### src/regReadPkg.sv
// ==============================
// sizes and packet types shared by the register-read stage
// imported by every RTL module and the testbench
// ==============================
`default_nettype none

package regReadPkg;

  // machine sizes
  localparam int NumLanes    = 4;
  localparam int NumPhysRegs = 64;
  localparam int PhysRegW    = $clog2(NumPhysRegs);
  localparam int DataW       = 32;
  localparam int NumArchRegs = 32;
  localparam int NumCkpts    = 4;
  localparam int CkptW       = $clog2(NumCkpts);
  localparam int AlIdxW      = 7;

  typedef logic [PhysRegW-1:0] physTag_t;
  typedef logic [DataW-1:0]    data_t;

  // one issued instruction as it leaves the issue queue
  typedef struct packed {
    logic [NumCkpts-1:0] brMask;
    physTag_t            src1;
    physTag_t            src2;
    physTag_t            dest;
    logic [AlIdxW-1:0]   alIdx;
  } issuePkt_t;

  // one writeback port, also the source of forwarded operands
  typedef struct packed {
    logic     valid;
    physTag_t dest;
    data_t    data;
  } bypassPkt_t;

  // unmap or wakeup request for the ready table
  typedef struct packed {
    logic     valid;
    physTag_t tag;
  } tagPkt_t;

  typedef struct packed {
    logic             valid;
    logic [CkptW-1:0] ckptId;
  } mispredictPkt_t;

  // what a lane hands to its functional unit
  typedef struct packed {
    data_t     src1Data;
    data_t     src2Data;
    issuePkt_t issue;
  } readPkt_t;

endpackage

`default_nettype wire
### src/regReadLane.sv
// ==============================
// one issue lane of the register-read stage
// picks file or bypass data per source, squashes on a
// matching mispredict and registers the packet once
// ==============================
`timescale 1ns/100ps
`default_nettype none

module regReadLane
  import regReadPkg::*;
(
  input  wire logic           clk,
  input  wire logic           arstN_i,
  input  wire issuePkt_t      issue_i,
  input  wire logic           issueValid_i,
  input  wire data_t          fileData_i [2],
  input  wire bypassPkt_t     bypass_i [NumLanes],
  input  wire mispredictPkt_t mispredict_i,
  output readPkt_t            read_o,
  output logic                readValid_o
);

  physTag_t srcTag [2];
  data_t    srcData [2];
  readPkt_t readNext;
  logic     squash;

  assign srcTag[0] = issue_i.src1;
  assign srcTag[1] = issue_i.src2;

  // lowest-numbered matching port wins, so scan downward and let port 0 overwrite last
  always_comb
  begin
    for (int s = 0; s < 2; s++)
    begin
      srcData[s] = fileData_i[s];
      for (int p = NumLanes - 1; p >= 0; p--)
      begin
        if (bypass_i[p].valid && (bypass_i[p].dest == srcTag[s]))
        begin
          srcData[s] = bypass_i[p].data;
        end
      end
    end
  end

  // the instruction sits on the wrong path if it depends on the mispredicted checkpoint
  assign squash = mispredict_i.valid && issue_i.brMask[mispredict_i.ckptId];

  always_comb
  begin
    readNext.src1Data = srcData[0];
    readNext.src2Data = srcData[1];
    readNext.issue    = issue_i;
  end

  always_ff @(posedge clk or negedge arstN_i)
  begin
    if (!arstN_i)
    begin
      readValid_o <= 1'b0;
    end
    else
    begin
      readValid_o <= issueValid_i && !squash;
    end
  end

  always_ff @(posedge clk)
  begin
    read_o <= readNext;
  end

endmodule

`default_nettype wire

### config.mk
export PLATFORM = sky130hd
export DESIGN_NAME = regReadLane
export DESIGN_NICKNAME = d
export VERILOG_FILES = /design/src/regReadPkg.sv /design/src/regReadLane.sv
export SDC_FILE = /design/constraint.sdc
export NUM_CORES = 1
export LEC_CHECK = 0
export ABC_CLOCK_PERIOD_IN_PS = 800
export BUFFER_PORTS_ARGS = -buffer_cell sky130_fd_sc_hd__buf_4
export CORE_ASPECT_RATIO = 0.7
export CORE_MARGIN = 5
export CORE_UTILIZATION = 41
export CTS_CLUSTER_SIZE = 28
export DETAILED_ROUTE_END_ITERATION = 6
export GPL_ROUTABILITY_DRIVEN = 0
export GPL_TIMING_DRIVEN = 0
export HOLD_SLACK_MARGIN = 0.15
export PLACE_DENSITY_LB_ADDON = 0.3
export SYNTH_ARGS = -nofsm -noshare
export SYNTH_HDL_FRONTEND = slang
export SYNTH_SLANG_ARGS = --single-unit
### constraint.sdc
create_clock -name clk -period 0.8 [get_ports clk]
set_input_delay 0.08 -clock clk [delete_from_list [all_inputs] [get_ports clk]]
set_output_delay 0.08 -clock clk [all_outputs]
set_load 0.01 [all_outputs]
=== Word level (Yosys, flattened, before mapping) ===
Index checks and enable logic that the tools add are counted.
Widths: inputs -> output; s select.

* Register bits after elaboration: 94

* Magnitude comparators: 1
* Eq/ne operators: 8
* Multiplexer cells: 10
* Reductions and logical operators: 11

{| class="wikitable"
|+ Operators by type and width
! kind !! count
|-
| $mux 32 || 8
|-
| $eq 6x6->1 || 8
|-
| $logic_and 1x1->1 || 10
|-
| $lt 2x3->1 const B || 1
|-
| $bmux 1 s2 || 1
|-
| $logic_not 1->1 || 1
|-
| $mux 1 || 1
|}

=== Logic depth before layout (Yosys ltp) ===
* Depth after elaboration: 6
* Mapped depth: 8
* Depth with buffers taken out: 5

=== Worst setup path after synthesis ===
Ideal clock, no wire load.

* Path kind: input port to flip-flop
* Start: input port issue_i[13] (netlist bit)
* End: register read_o[30] (netlist bit)
* Setup time: 0.132 ns
* Arrival: 1.292 ns
* Required time: 0.668 ns
* Setup slack: -0.624 ns
* Cell stages on the path: 8
* Path buffers: 3
* Cells stage by stage: buf_2 > xnor2_1 > and4_1 > and2_1 > buf_2 > buf_4 > a211oi_2 > o311ai_2

{| class="wikitable"
|+ RTL lines
! element !! line !! RTL
|-
| start, declared || regReadLane.sv:14 || <nowiki>input wire issuePkt_t issue_i,</nowiki>
|-
| end signal, assigned || regReadLane.sv:71 || <nowiki>read_o <= readNext;</nowiki>
|-
| end, declared || regReadLane.sv:19 || <nowiki>output readPkt_t read_o,</nowiki>
|}

==> run metrics <==
clock tree buffer depth=2; RSZ-0062 raised after global routing=true; Post-Syn Area=6050 um2; clk sink count=94; Slew Viols, Final=0; Die Wd=155 um; final worst setup slack=-0.594 ns; Die Y=112 um; Initial Util=41.5%; worst-margin pin slew=0.402 ns; leading cell type in the layout, fill and taps excluded=buf_4; DP Worst Slack=-1.22 ns; cell accounting for the most synthesized area=dfxtp_1; CP Class=in2reg; layout cells sized above 1=59.8%; DR pass1 iterations=5; fin nets=1,428; Final period util=174%; vias in the first global route=8,552; startpoint types=input port; CTS root buf=clkbuf_16; total negative slack=-36.61 ns; largest vdd supply drop=1.06 mV; WL/cell=25.9 um; Clock power frac=29.7%; FP Rows=37; Slew HR=73.0%; failing checks=setup timing; first-pass GRT wire length=47,400 um; CTS buffer count=9; GRT Util Overall=34.5%; Synth top area share=30.8%; Power Internal=10,300 uW; CP required=1.02 ns; Pwr Density=1180 nW/um2; number of max-cap violations=0; dominant cells by area after synthesis=dfxtp_1, o311ai_2, a211oi_2, nand3_1, o311a_1; CTS H-Tree Depth=3; CTS tree=yes; fmax=717 MHz; core footprint=14,600 um2; post-synthesis sequential area ratio=31.2%; arrival time at the worst endpoint=1.61 ns; Cell variety after synth=39; most frequent cells in the layout=buf_4, dlygate4sd3_1, buf_6; Setup crit end kind=flop; final hold violation count=0; io pins=349; crit-path max FO=6; largest net degree at the start of global routing=19; Routed Antenna Nets=0; Routed WL=35,600 um; run status=complete, but fails checks; Area Overhead vs Synth=109%; number of synthesis warnings=0; Synth Net Count=906; Leak=0.00524 uW; Vias/cell=6.08; initial antenna violation count=1; Combinational Power Share=34.7%; Tmin final=1.39 ns; switching power=4550 uW; die area=17,300 um2; Flop pwr share=35.6%; Synth Area per Inst=9.29 um2; Reg clk slew, reported paths=0.08 ns; DRT iter0 DRCs=903; DRC=0; DR vias=8,349; grt ovf=0; dpl hpwl=19,800 um; Sw Ratio=30.6%; type of the most critical hold path=in2reg; flip-flop and latch count after synthesis=94; Mapped Cells=651; Final Setup Violations=158; Port Buffer Count=348
power groups by stage:
| stage | combinational, uW | clock, uW | sequential [uW] |
|---|---|---|---|
| final | 5160 | 4410 | 5290 |
| after global routing | 5320 | 4540 | 5310 |
| after CTS | 4490 | 4360 | 5240 |
| after detailed placement | 3440 | 0 | 5240 |
| after global placement | 3420 | 0 | 5230 |
| after floorplan | 1240 | 0 | 5410 |
routing by layer:
| layer | part of all wire, % | vias up | global-route usage [%] |
|---|---|---|---|
| li1 | - | 3432 | - |
| met2 | 48 | 720 | 59.9 |
| met4 | 6.1 | 0 | 15.4 |
| met3 | 11 | 211 | 10.1 |
| met1 | 35 | 3986 | 39.5 |
| met5 | 0 | - | 0 |
worst max-delay path: stages:
cell and delay, ns:
buf_4 0.14, xnor2_1 0.21, and4_4 0.33, and2_4 0.22, buf_6 0.13, buf_12 0.12
a211oi_2 0.08, o311ai_2 0.30
layout make-up:
| class | count | area, um2 |
|---|---|---|
| antenna | 1 | 2.50 |
| buffer | 58 | 664 |
| clock buffer | 9 | 225 |
| sequential | 94 | 2000 |
| clock inverter | 7 | 67.6 |
| timing repair buffer | 515 | 4890 |
| multi-input combinational | 465 | 4420 |
| fill | 700 | 1960 |
| inverter | 30 | 113 |
| tap | 195 | 244 |
cell usage after synthesis, drive strengths merged:
cell / instances
a211oi: 34
a21boi: 33
and2: 3
and4: 3
buf: 31
clkbuf: 34
dfrtp: 1
dfxtp: 93
inv: 30
mux4: 1
nand2: 66
nand3: 67
nand4: 5
nor2: 67
nor3: 3
nor4: 2
o21a: 2
o21ai: 30
o311a: 30
o311ai: 64
or2: 4
xnor2: 33
xor2: 15
state kept, by name, indices dropped and copies added (netlist names):
name,count
read_o,93
readValid_o,1
worst paths after layout:
| check | from | endpoint | slack, ns | cells after the start |
|---|---|---|---|---|
| max | bypass_i[36] | read_o[39] | -0.59 | 8 |
| min in group asynchronous | arstN_i | readValid_o | 0.60 | 3 |
| max in group asynchronous | arstN_i | readValid_o | 0.08 | 3 |
| min | bypass_i[16] | read_o[45] | 0.12 | 3 |
through the flow:
| step | hold WS (ns) | power [uW] | area [um2] | instances | util, % |
|---|---|---|---|---|---|
| floorplan | -0.216 | 6660 | 6160 | 651 | - |
| global placement | -0.142 | 8650 | 9020 | 1194 | 61.8 |
| detailed placement | -0.144 | 8690 | 9020 | 1194 | 61.8 |
| CTS | 0.0897 | 14100 | 11600 | 1353 | 79.6 |
| global route | 0.0999 | 15200 | 12600 | 1374 | 86.6 |
| finish | 0.116 | 14900 | 12600 | 1374 | 86.6 |
what timing repair did:
action                     4_1_cts  5_1_grt
setup endpoints to repair      158      159
pin swaps                       34       43
buffers inserted                12       16
hold endpoints to repair        95       24
resized for setup              272      172
hold buffers                   128        1
cloned                           6        9
kinds of logic after synthesis:
family	Yosys count	share of synthesized area, %
AO/OA/AOI/OAI	193	35.7
XOR/XNOR	48	7.20
buffers and inverters	95	8.52
flip-flops	94	31.2
multiplexers	1	0.372
AND/OR/NAND/NOR	220	17.1
Power figures use the tool's default switching activity.
