--- config.mk ---
export PLATFORM = sky130hd
export DESIGN_NAME = readyScoreboard
export DESIGN_NICKNAME = d
export VERILOG_FILES = /design/src/regReadPkg.sv /design/src/readyScoreboard.sv
export SDC_FILE = /design/constraint.sdc
export NUM_CORES = 1
export LEC_CHECK = 0
export ABC_AREA = 1
export BUFFER_PORTS_ARGS = -buffer_cell sky130_fd_sc_hd__buf_4
export CORE_MARGIN = 2
export CORE_UTILIZATION = 38
export CTS_BUF_LIST = sky130_fd_sc_hd__clkbuf_8
export CTS_CLUSTER_SIZE = 25
export DETAILED_ROUTE_END_ITERATION = 8
export GPL_TIMING_DRIVEN = 0
export PLACE_DENSITY = 0.65
export SLEW_MARGIN = 10
export SYNTH_ARGS = -nofsm -noshare
export SYNTH_HDL_FRONTEND = slang
export SYNTH_SLANG_ARGS = --single-unit
--- constraint.sdc ---
create_clock -name clk -period 0.85 [get_ports clk]
set_input_delay 0.085 -clock clk [delete_from_list [all_inputs] [get_ports clk]]
set_output_delay 0.085 -clock clk [all_outputs]
set_load 0.01 [all_outputs]
--- src/regReadPkg.sv ---
// ==============================
// sizes and packet types shared by the register-read stage
// imported by every RTL module and the testbench
// ==============================
`default_nettype none

package regReadPkg;

  // machine sizes
  localparam int NumLanes    = 4;
  localparam int NumPhysRegs = 64;
  localparam int PhysRegW    = $clog2(NumPhysRegs);
  localparam int DataW       = 32;
  localparam int NumArchRegs = 32;
  localparam int NumCkpts    = 4;
  localparam int CkptW       = $clog2(NumCkpts);
  localparam int AlIdxW      = 7;

  typedef logic [PhysRegW-1:0] physTag_t;
  typedef logic [DataW-1:0]    data_t;

  // one issued instruction as it leaves the issue queue
  typedef struct packed {
    logic [NumCkpts-1:0] brMask;
    physTag_t            src1;
    physTag_t            src2;
    physTag_t            dest;
    logic [AlIdxW-1:0]   alIdx;
  } issuePkt_t;

  // one writeback port, also the source of forwarded operands
  typedef struct packed {
    logic     valid;
    physTag_t dest;
    data_t    data;
  } bypassPkt_t;

  // unmap or wakeup request for the ready table
  typedef struct packed {
    logic     valid;
    physTag_t tag;
  } tagPkt_t;

  typedef struct packed {
    logic             valid;
    logic [CkptW-1:0] ckptId;
  } mispredictPkt_t;

  // what a lane hands to its functional unit
  typedef struct packed {
    data_t     src1Data;
    data_t     src2Data;
    issuePkt_t issue;
  } readPkt_t;

endpackage

`default_nettype wire
--- src/readyScoreboard.sv ---
// ==============================
// one ready bit per physical register
// unmap clears a bit, wakeup sets it, result is exported
// ==============================
`timescale 1ns/100ps
`default_nettype none

module readyScoreboard
  import regReadPkg::*;
(
  input  wire logic             clk,
  input  wire logic             arstN_i,
  input  wire tagPkt_t          unmap_i [NumLanes],
  input  wire tagPkt_t          wakeup_i [NumLanes],
  output logic [NumPhysRegs-1:0] physRegReady_o
);

  logic [NumPhysRegs-1:0] readyNext;

  // clears go first so a wakeup to the same register overrides the unmap
  always_comb
  begin
    readyNext = physRegReady_o;
    for (int p = 0; p < NumLanes; p++)
    begin
      if (unmap_i[p].valid)
      begin
        readyNext[unmap_i[p].tag] = 1'b0;
      end
    end
    for (int p = 0; p < NumLanes; p++)
    begin
      if (wakeup_i[p].valid)
      begin
        readyNext[wakeup_i[p].tag] = 1'b1;
      end
    end
  end

  always_ff @(posedge clk or negedge arstN_i)
  begin
    if (!arstN_i)
    begin
      // the architectural registers hold committed values out of reset
      for (int r = 0; r < NumPhysRegs; r++)
      begin
        physRegReady_o[r] <= (r < NumArchRegs);
      end
    end
    else
    begin
      physRegReady_o <= readyNext;
    end
  end

endmodule

`default_nettype wire

# [Yosys cells after proc, flatten, opt, wreduce, memory -nomap -nowiden]
# Cells that the tools add are included.
[word_totals] ff_bits=64 out_inout_bits=64 word_cells=61
[classes] order_cmp=16 n_mux=24 bitwise_logic=12 n_reduce_logical=8
[op_table] cell="$mux W64" count=8
[op_table] cell="$and A64 B64 Y64" count=4
[op_table] cell="$not A64 Y64" count=4
[op_table] cell="$or A64 B64 Y64" count=4
[op_table] cell="$lt A6 B7 Y1 const B" count=8
[op_table] cell="$demux W1 S6" count=8
[op_table] cell="$ge A6 B1 Y1 const B" count=8
[op_table] cell="$logic_and A1 B1 Y1" count=8
[op_table] cell="$mux W1" count=8

# [Longest topological paths before layout]
[logic_depth] word_depth=21 mapped_depth=9 mapped_depth_nobuf=8

# [Least setup slack after synthesis]
# OpenSTA, ideal clock, no wires.
[synth_path] path_kind="input port to flip-flop" start="in unmap_i[0] in the netlist's numbering" end="reg physRegReady_o[48]" setup_ps=119 arrival_ps=856 required_ps=731 setup_slack_ps=-124 stages=9 path_cell_list="buf_2 > inv_1 > nand3_1 > inv_1 > nand2_1 > nand2_1 > nor2_1 > nand2_1 > nand2_1"
[synth_via] elab_chain_len=15 elab_cells_between_ends=16 classes_between="2 x order compare; 7 x mux; 6 x bitwise; 1 x reduce/logical"
[synth_lines] item="from (decl)" line_no="readyScoreboard.sv:13" rtl="input wire tagPkt_t unmap_i [NumLanes],"
[synth_lines] item="$lt A6 B7 Y1 (not written as such) / $ge A6 B1 Y1 (equally long branches)" line_no="readyScoreboard.sv:28" rtl="readyNext[unmap_i[p].tag] = 1'b0;"
[synth_lines] item="$logic_and A1 B1 Y1 (not written as such)" line_no="readyScoreboard.sv:28"
[synth_lines] item="$mux W1 (not written as such)" line_no="readyScoreboard.sv:28"
[synth_lines] item="$demux W1 S6 *" line_no="readyScoreboard.sv:28"
[synth_lines] item="$not A64 Y64 (no source line) *"
[synth_lines] item="$and A64 B64 Y64 (no source line) *"
[synth_lines] item="$mux W64 *" line_no="readyScoreboard.sv:26" rtl="if (unmap_i[p].valid)"
[synth_lines] item="$or A64 B64 Y64 (no source line)"
[synth_lines] item="$mux W64 *" line_no="readyScoreboard.sv:33" rtl="if (wakeup_i[p].valid)"
[synth_lines] item="$or A64 B64 Y64 (no source line)"
[synth_lines] item="$mux W64 *" line_no="readyScoreboard.sv:33"
[synth_lines] item="$or A64 B64 Y64 (no source line)"
[synth_lines] item="$mux W64 *" line_no="readyScoreboard.sv:33"
[synth_lines] item="$or A64 B64 Y64 (no source line)"
[synth_lines] item="$mux W64 *" line_no="readyScoreboard.sv:33"
[synth_lines] item="via readyNext[48]" line_no="readyScoreboard.sv:18" rtl="logic [NumPhysRegs-1:0] readyNext;"
[synth_lines] item="to (signal, indexed assignment)" line_no="readyScoreboard.sv:47" rtl="physRegReady_o[r] <= (r < NumArchRegs);"
[synth_lines] item="to (signal assigned)" line_no="readyScoreboard.sv:52" rtl="physRegReady_o <= readyNext;"
[synth_lines] item="to (decl)" line_no="readyScoreboard.sv:15" rtl="output logic [NumPhysRegs-1:0] physRegReady_o"
# Mark *: on every way through the listed nets, which the timed path passes. The rest lies on a longest branch.

# [Final worst setup path]
[layout_path] start="reg physRegReady_o[10]" end="out physRegReady_o[10]"
# No word-level cell between the ends.

==> out/summary.txt <==
Post-DP HPWL: 32500 um
Status: complete, but fails checks
DRT iter0 DRCs: 1370
Post-synth net total: 1422
Static Leakage: 0.00489 uW
Die Ht: 141 um
Port bufs: 110
Die ar.: 19900 um^2
Most frequent cells in the layout: 434 x nand2_1, 263 x nor2_1, 102 x nand3_1
Avg WL per Cell: 23.2 um
DP Worst Slack: -0.663 ns
Vias in the first global route: 9443
Area post-placement: 8520 um^2
Synth warnings: 0
Synth Register Bits: 64
Rows: 50
Worst rel slew slack: 0.415
Initial core utilization: 0.385
TritonCTS buffer count: 9
Worst Path Buf+Inv: 1
Final Max Slew Viols: 0
Switching share of power: 0.389
H-tree depth: 3
Post-synthesis sequential area ratio: 0.230
Clock latency on the worst-skew pair: 0.36 ns
CTS tree: yes
RSZ-0062 raised after global routing: yes
Synthesis-to-layout area growth: 48.1%
Mean Syn Cell Area: 5.24 um^2
Failing checks: negative hold slack, negative setup slack
Ratio of final minimum period to clock period: 1.35
Routability cong.: 1.06
CTS Buffer Depth: 2
Grt total ovfl: 0
Maxcap violations: 0
NetSw: 6370 uW
Nets: 1600
Die Wd: 141 um
Worst path slowest cell: dfstp_2
Final Hold Vio Count: 32
Layout cells sized above 1: 0.328
Max reg flops: 64
Final setup viols: 110
Fmax: 0.870 GHz
Distinct cells, synth: 23
Final setup margin: -0.300 ns
Synthesized area: 7150 um^2
GRT Total Usage: 0.405
Design area: 10600 um^2
Least-Margin Pin Slew: 0.877 ns
Detailed Routing Iterations Pass 1: 9
Cell Int Power: 10000 uW
Most flops, register: physRegReady_o
Startpoint types: flop
Worst IR Drop VDD: 662 uV
CP top delay family: flip-flops
Pwr dens: 1550 nW/um^2
Clk_skew: 0 ns
Gate power share: 0.489
Crit end category: output port
Crit Path Max Fanout: 2
Clock share of power: 0.189
IO Pins: 122
DRT Wirelength: 41300 um
Largest net degree at the start of global routing: 65
Via density: 5.79
Cells along the critical path: buf_6
ANT cells: 0
Reg clk slew, reported paths: 0.09 ns
Initial antenna violation count: 0
CTS root buffer: clkbuf_8
WP data arrival: 1.07 ns
Clock Sinks: 64
DR DRC count: 0
Crit path largest cell delay: 0.59 ns
FILL cells: 1928
Fin Hold WS: -0.199 ns
Hold Crit Class: primary input to async pin
Register area: 1640 um^2
Post-Syn Instances: 1364
Fin crit period: 1.15 ns
Setup Crit Path Kind: flop to output port
Global-route wire length before repair: 59300 um
Crit path required time: 0.76 ns
Biggest regs: physRegReady_o x64
Via Count: 10300
Commonest non-fill, non-tap cell in the layout: nand2_1
Core area: 18600 um^2
Multi-input logic area: 5990 um^2
Sequential power share: 0.322
Final ANT Viol Nets: 0
==> cell families after synthesis <==
| logic type | count (synthesis) | share of synthesized area |
|---|---|---|
| AND/OR/NAND/NOR | 1026 | 0.591 |
| buffers and inverters | 162 | 0.0894 |
| flip-flops | 64 | 0.230 |
| AO/OA/AOI/OAI | 112 | 0.0901 |
==> layout make-up <==
| class | count | share of cell area |
|---|---|---|
| Inverter | 146 | 0.0592 |
| Sequential cell | 64 | 0.155 |
| Timing Repair Buffer | 167 | 0.156 |
| Clock inverter | 7 | 0.00922 |
| Clock buffer | 9 | 0.0117 |
| Buffer | 16 | 0.0150 |
| Tap cell | 234 | 0.0277 |
| Multi-Input combinational cell | 1138 | 0.566 |
==> cell usage after synthesis <==
cell	count	area share
nand2_1	453	0.24
inv_2	5	0.0026
a21boi_0	22	0.023
buf_6	1	0.0016
o21ai_0	51	0.036
o21a_1	10	0.011
nor3_1	20	0.014
nand4_1	25	0.022
nor3_4	3	0.0068
nand2_2	1	0.00088
nor2_2	5	0.0044
buf_4	2	0.0021
o21ai_1	2	0.0014
nor2_1	356	0.19
or2_2	3	0.0026
nor3_2	5	0.0070
buf_2	13	0.0091
dfrtp_1	32	0.11
inv_1	141	0.074
a21oi_1	24	0.017
nand3_1	155	0.11
o22ai_1	3	0.0026
dfstp_2	32	0.12
==> what timing repair did <==
action / 4_1_cts / 5_1_grt
gates resized for setup: 199 / 208
setup endpoints to repair: 128 / 128
buffers inserted: 27 / 32
hold endpoints to repair: 32 / 32
pin swaps: 40 / 71
==> through the flow <==
step / utilization / setup TNS (ns) / cells / hold slack, ns / power, uW
2_1_floorplan: - / -0.141 / 1364 / -0.211 / 7800
5_1_grt: 0.570 / -18.83 / 1781 / -0.128 / 17100
4_1_cts: 0.520 / -14.98 / 1751 / -0.152 / 15300
3_5_place_dp: 0.459 / -33.89 / 1708 / 0.244 / 10800
6_report: 0.570 / -15.93 / 1781 / -0.199 / 16400
3_3_place_gp: 0.459 / -34.23 / 1708 / 0.237 / 10800
==> power groups by stage <==
| stage | Clock, uW | Combinational (uW) | Sequential, uW |
|---|---|---|---|
| 2_1_floorplan | 0 | 2480 | 5320 |
| 3_3_place_gp | 0 | 5730 | 5060 |
| 3_5_place_dp | 0 | 5780 | 5050 |
| 4_1_cts | 3100 | 7040 | 5200 |
| 5_1_grt | 3270 | 8520 | 5330 |
| 6_report | 3100 | 8010 | 5270 |
==> worst paths after layout <==
check                                        start            endpoint  slack, ns  depth (start not counted)
worst max-delay path            physRegReady_o[10]  physRegReady_o[10]      -0.30                          1
worst min-delay path                       arstN_i  physRegReady_o[44]      -0.20                          1
worst max register to register  physRegReady_o[10]  physRegReady_o[10]      -0.18                          5
worst min register to register  physRegReady_o[23]  physRegReady_o[23]       0.51                          2
max in group asynchronous                  arstN_i  physRegReady_o[61]       0.44                          1
min in group clk                       unmap_i[17]  physRegReady_o[11]       0.05                          4
==> routing by layer <==
metal / part of all wire / GRT usage / vias up
met5: 0 / 0 / -
met4: 0.096 / 0.287 / 0
met3: 0.099 / 0.0724 / 194
met2: 0.44 / 0.648 / 747
met1: 0.36 / 0.491 / 4695
li1: - / - / 4678
Note: power is estimated with default switching activity, not from simulation.
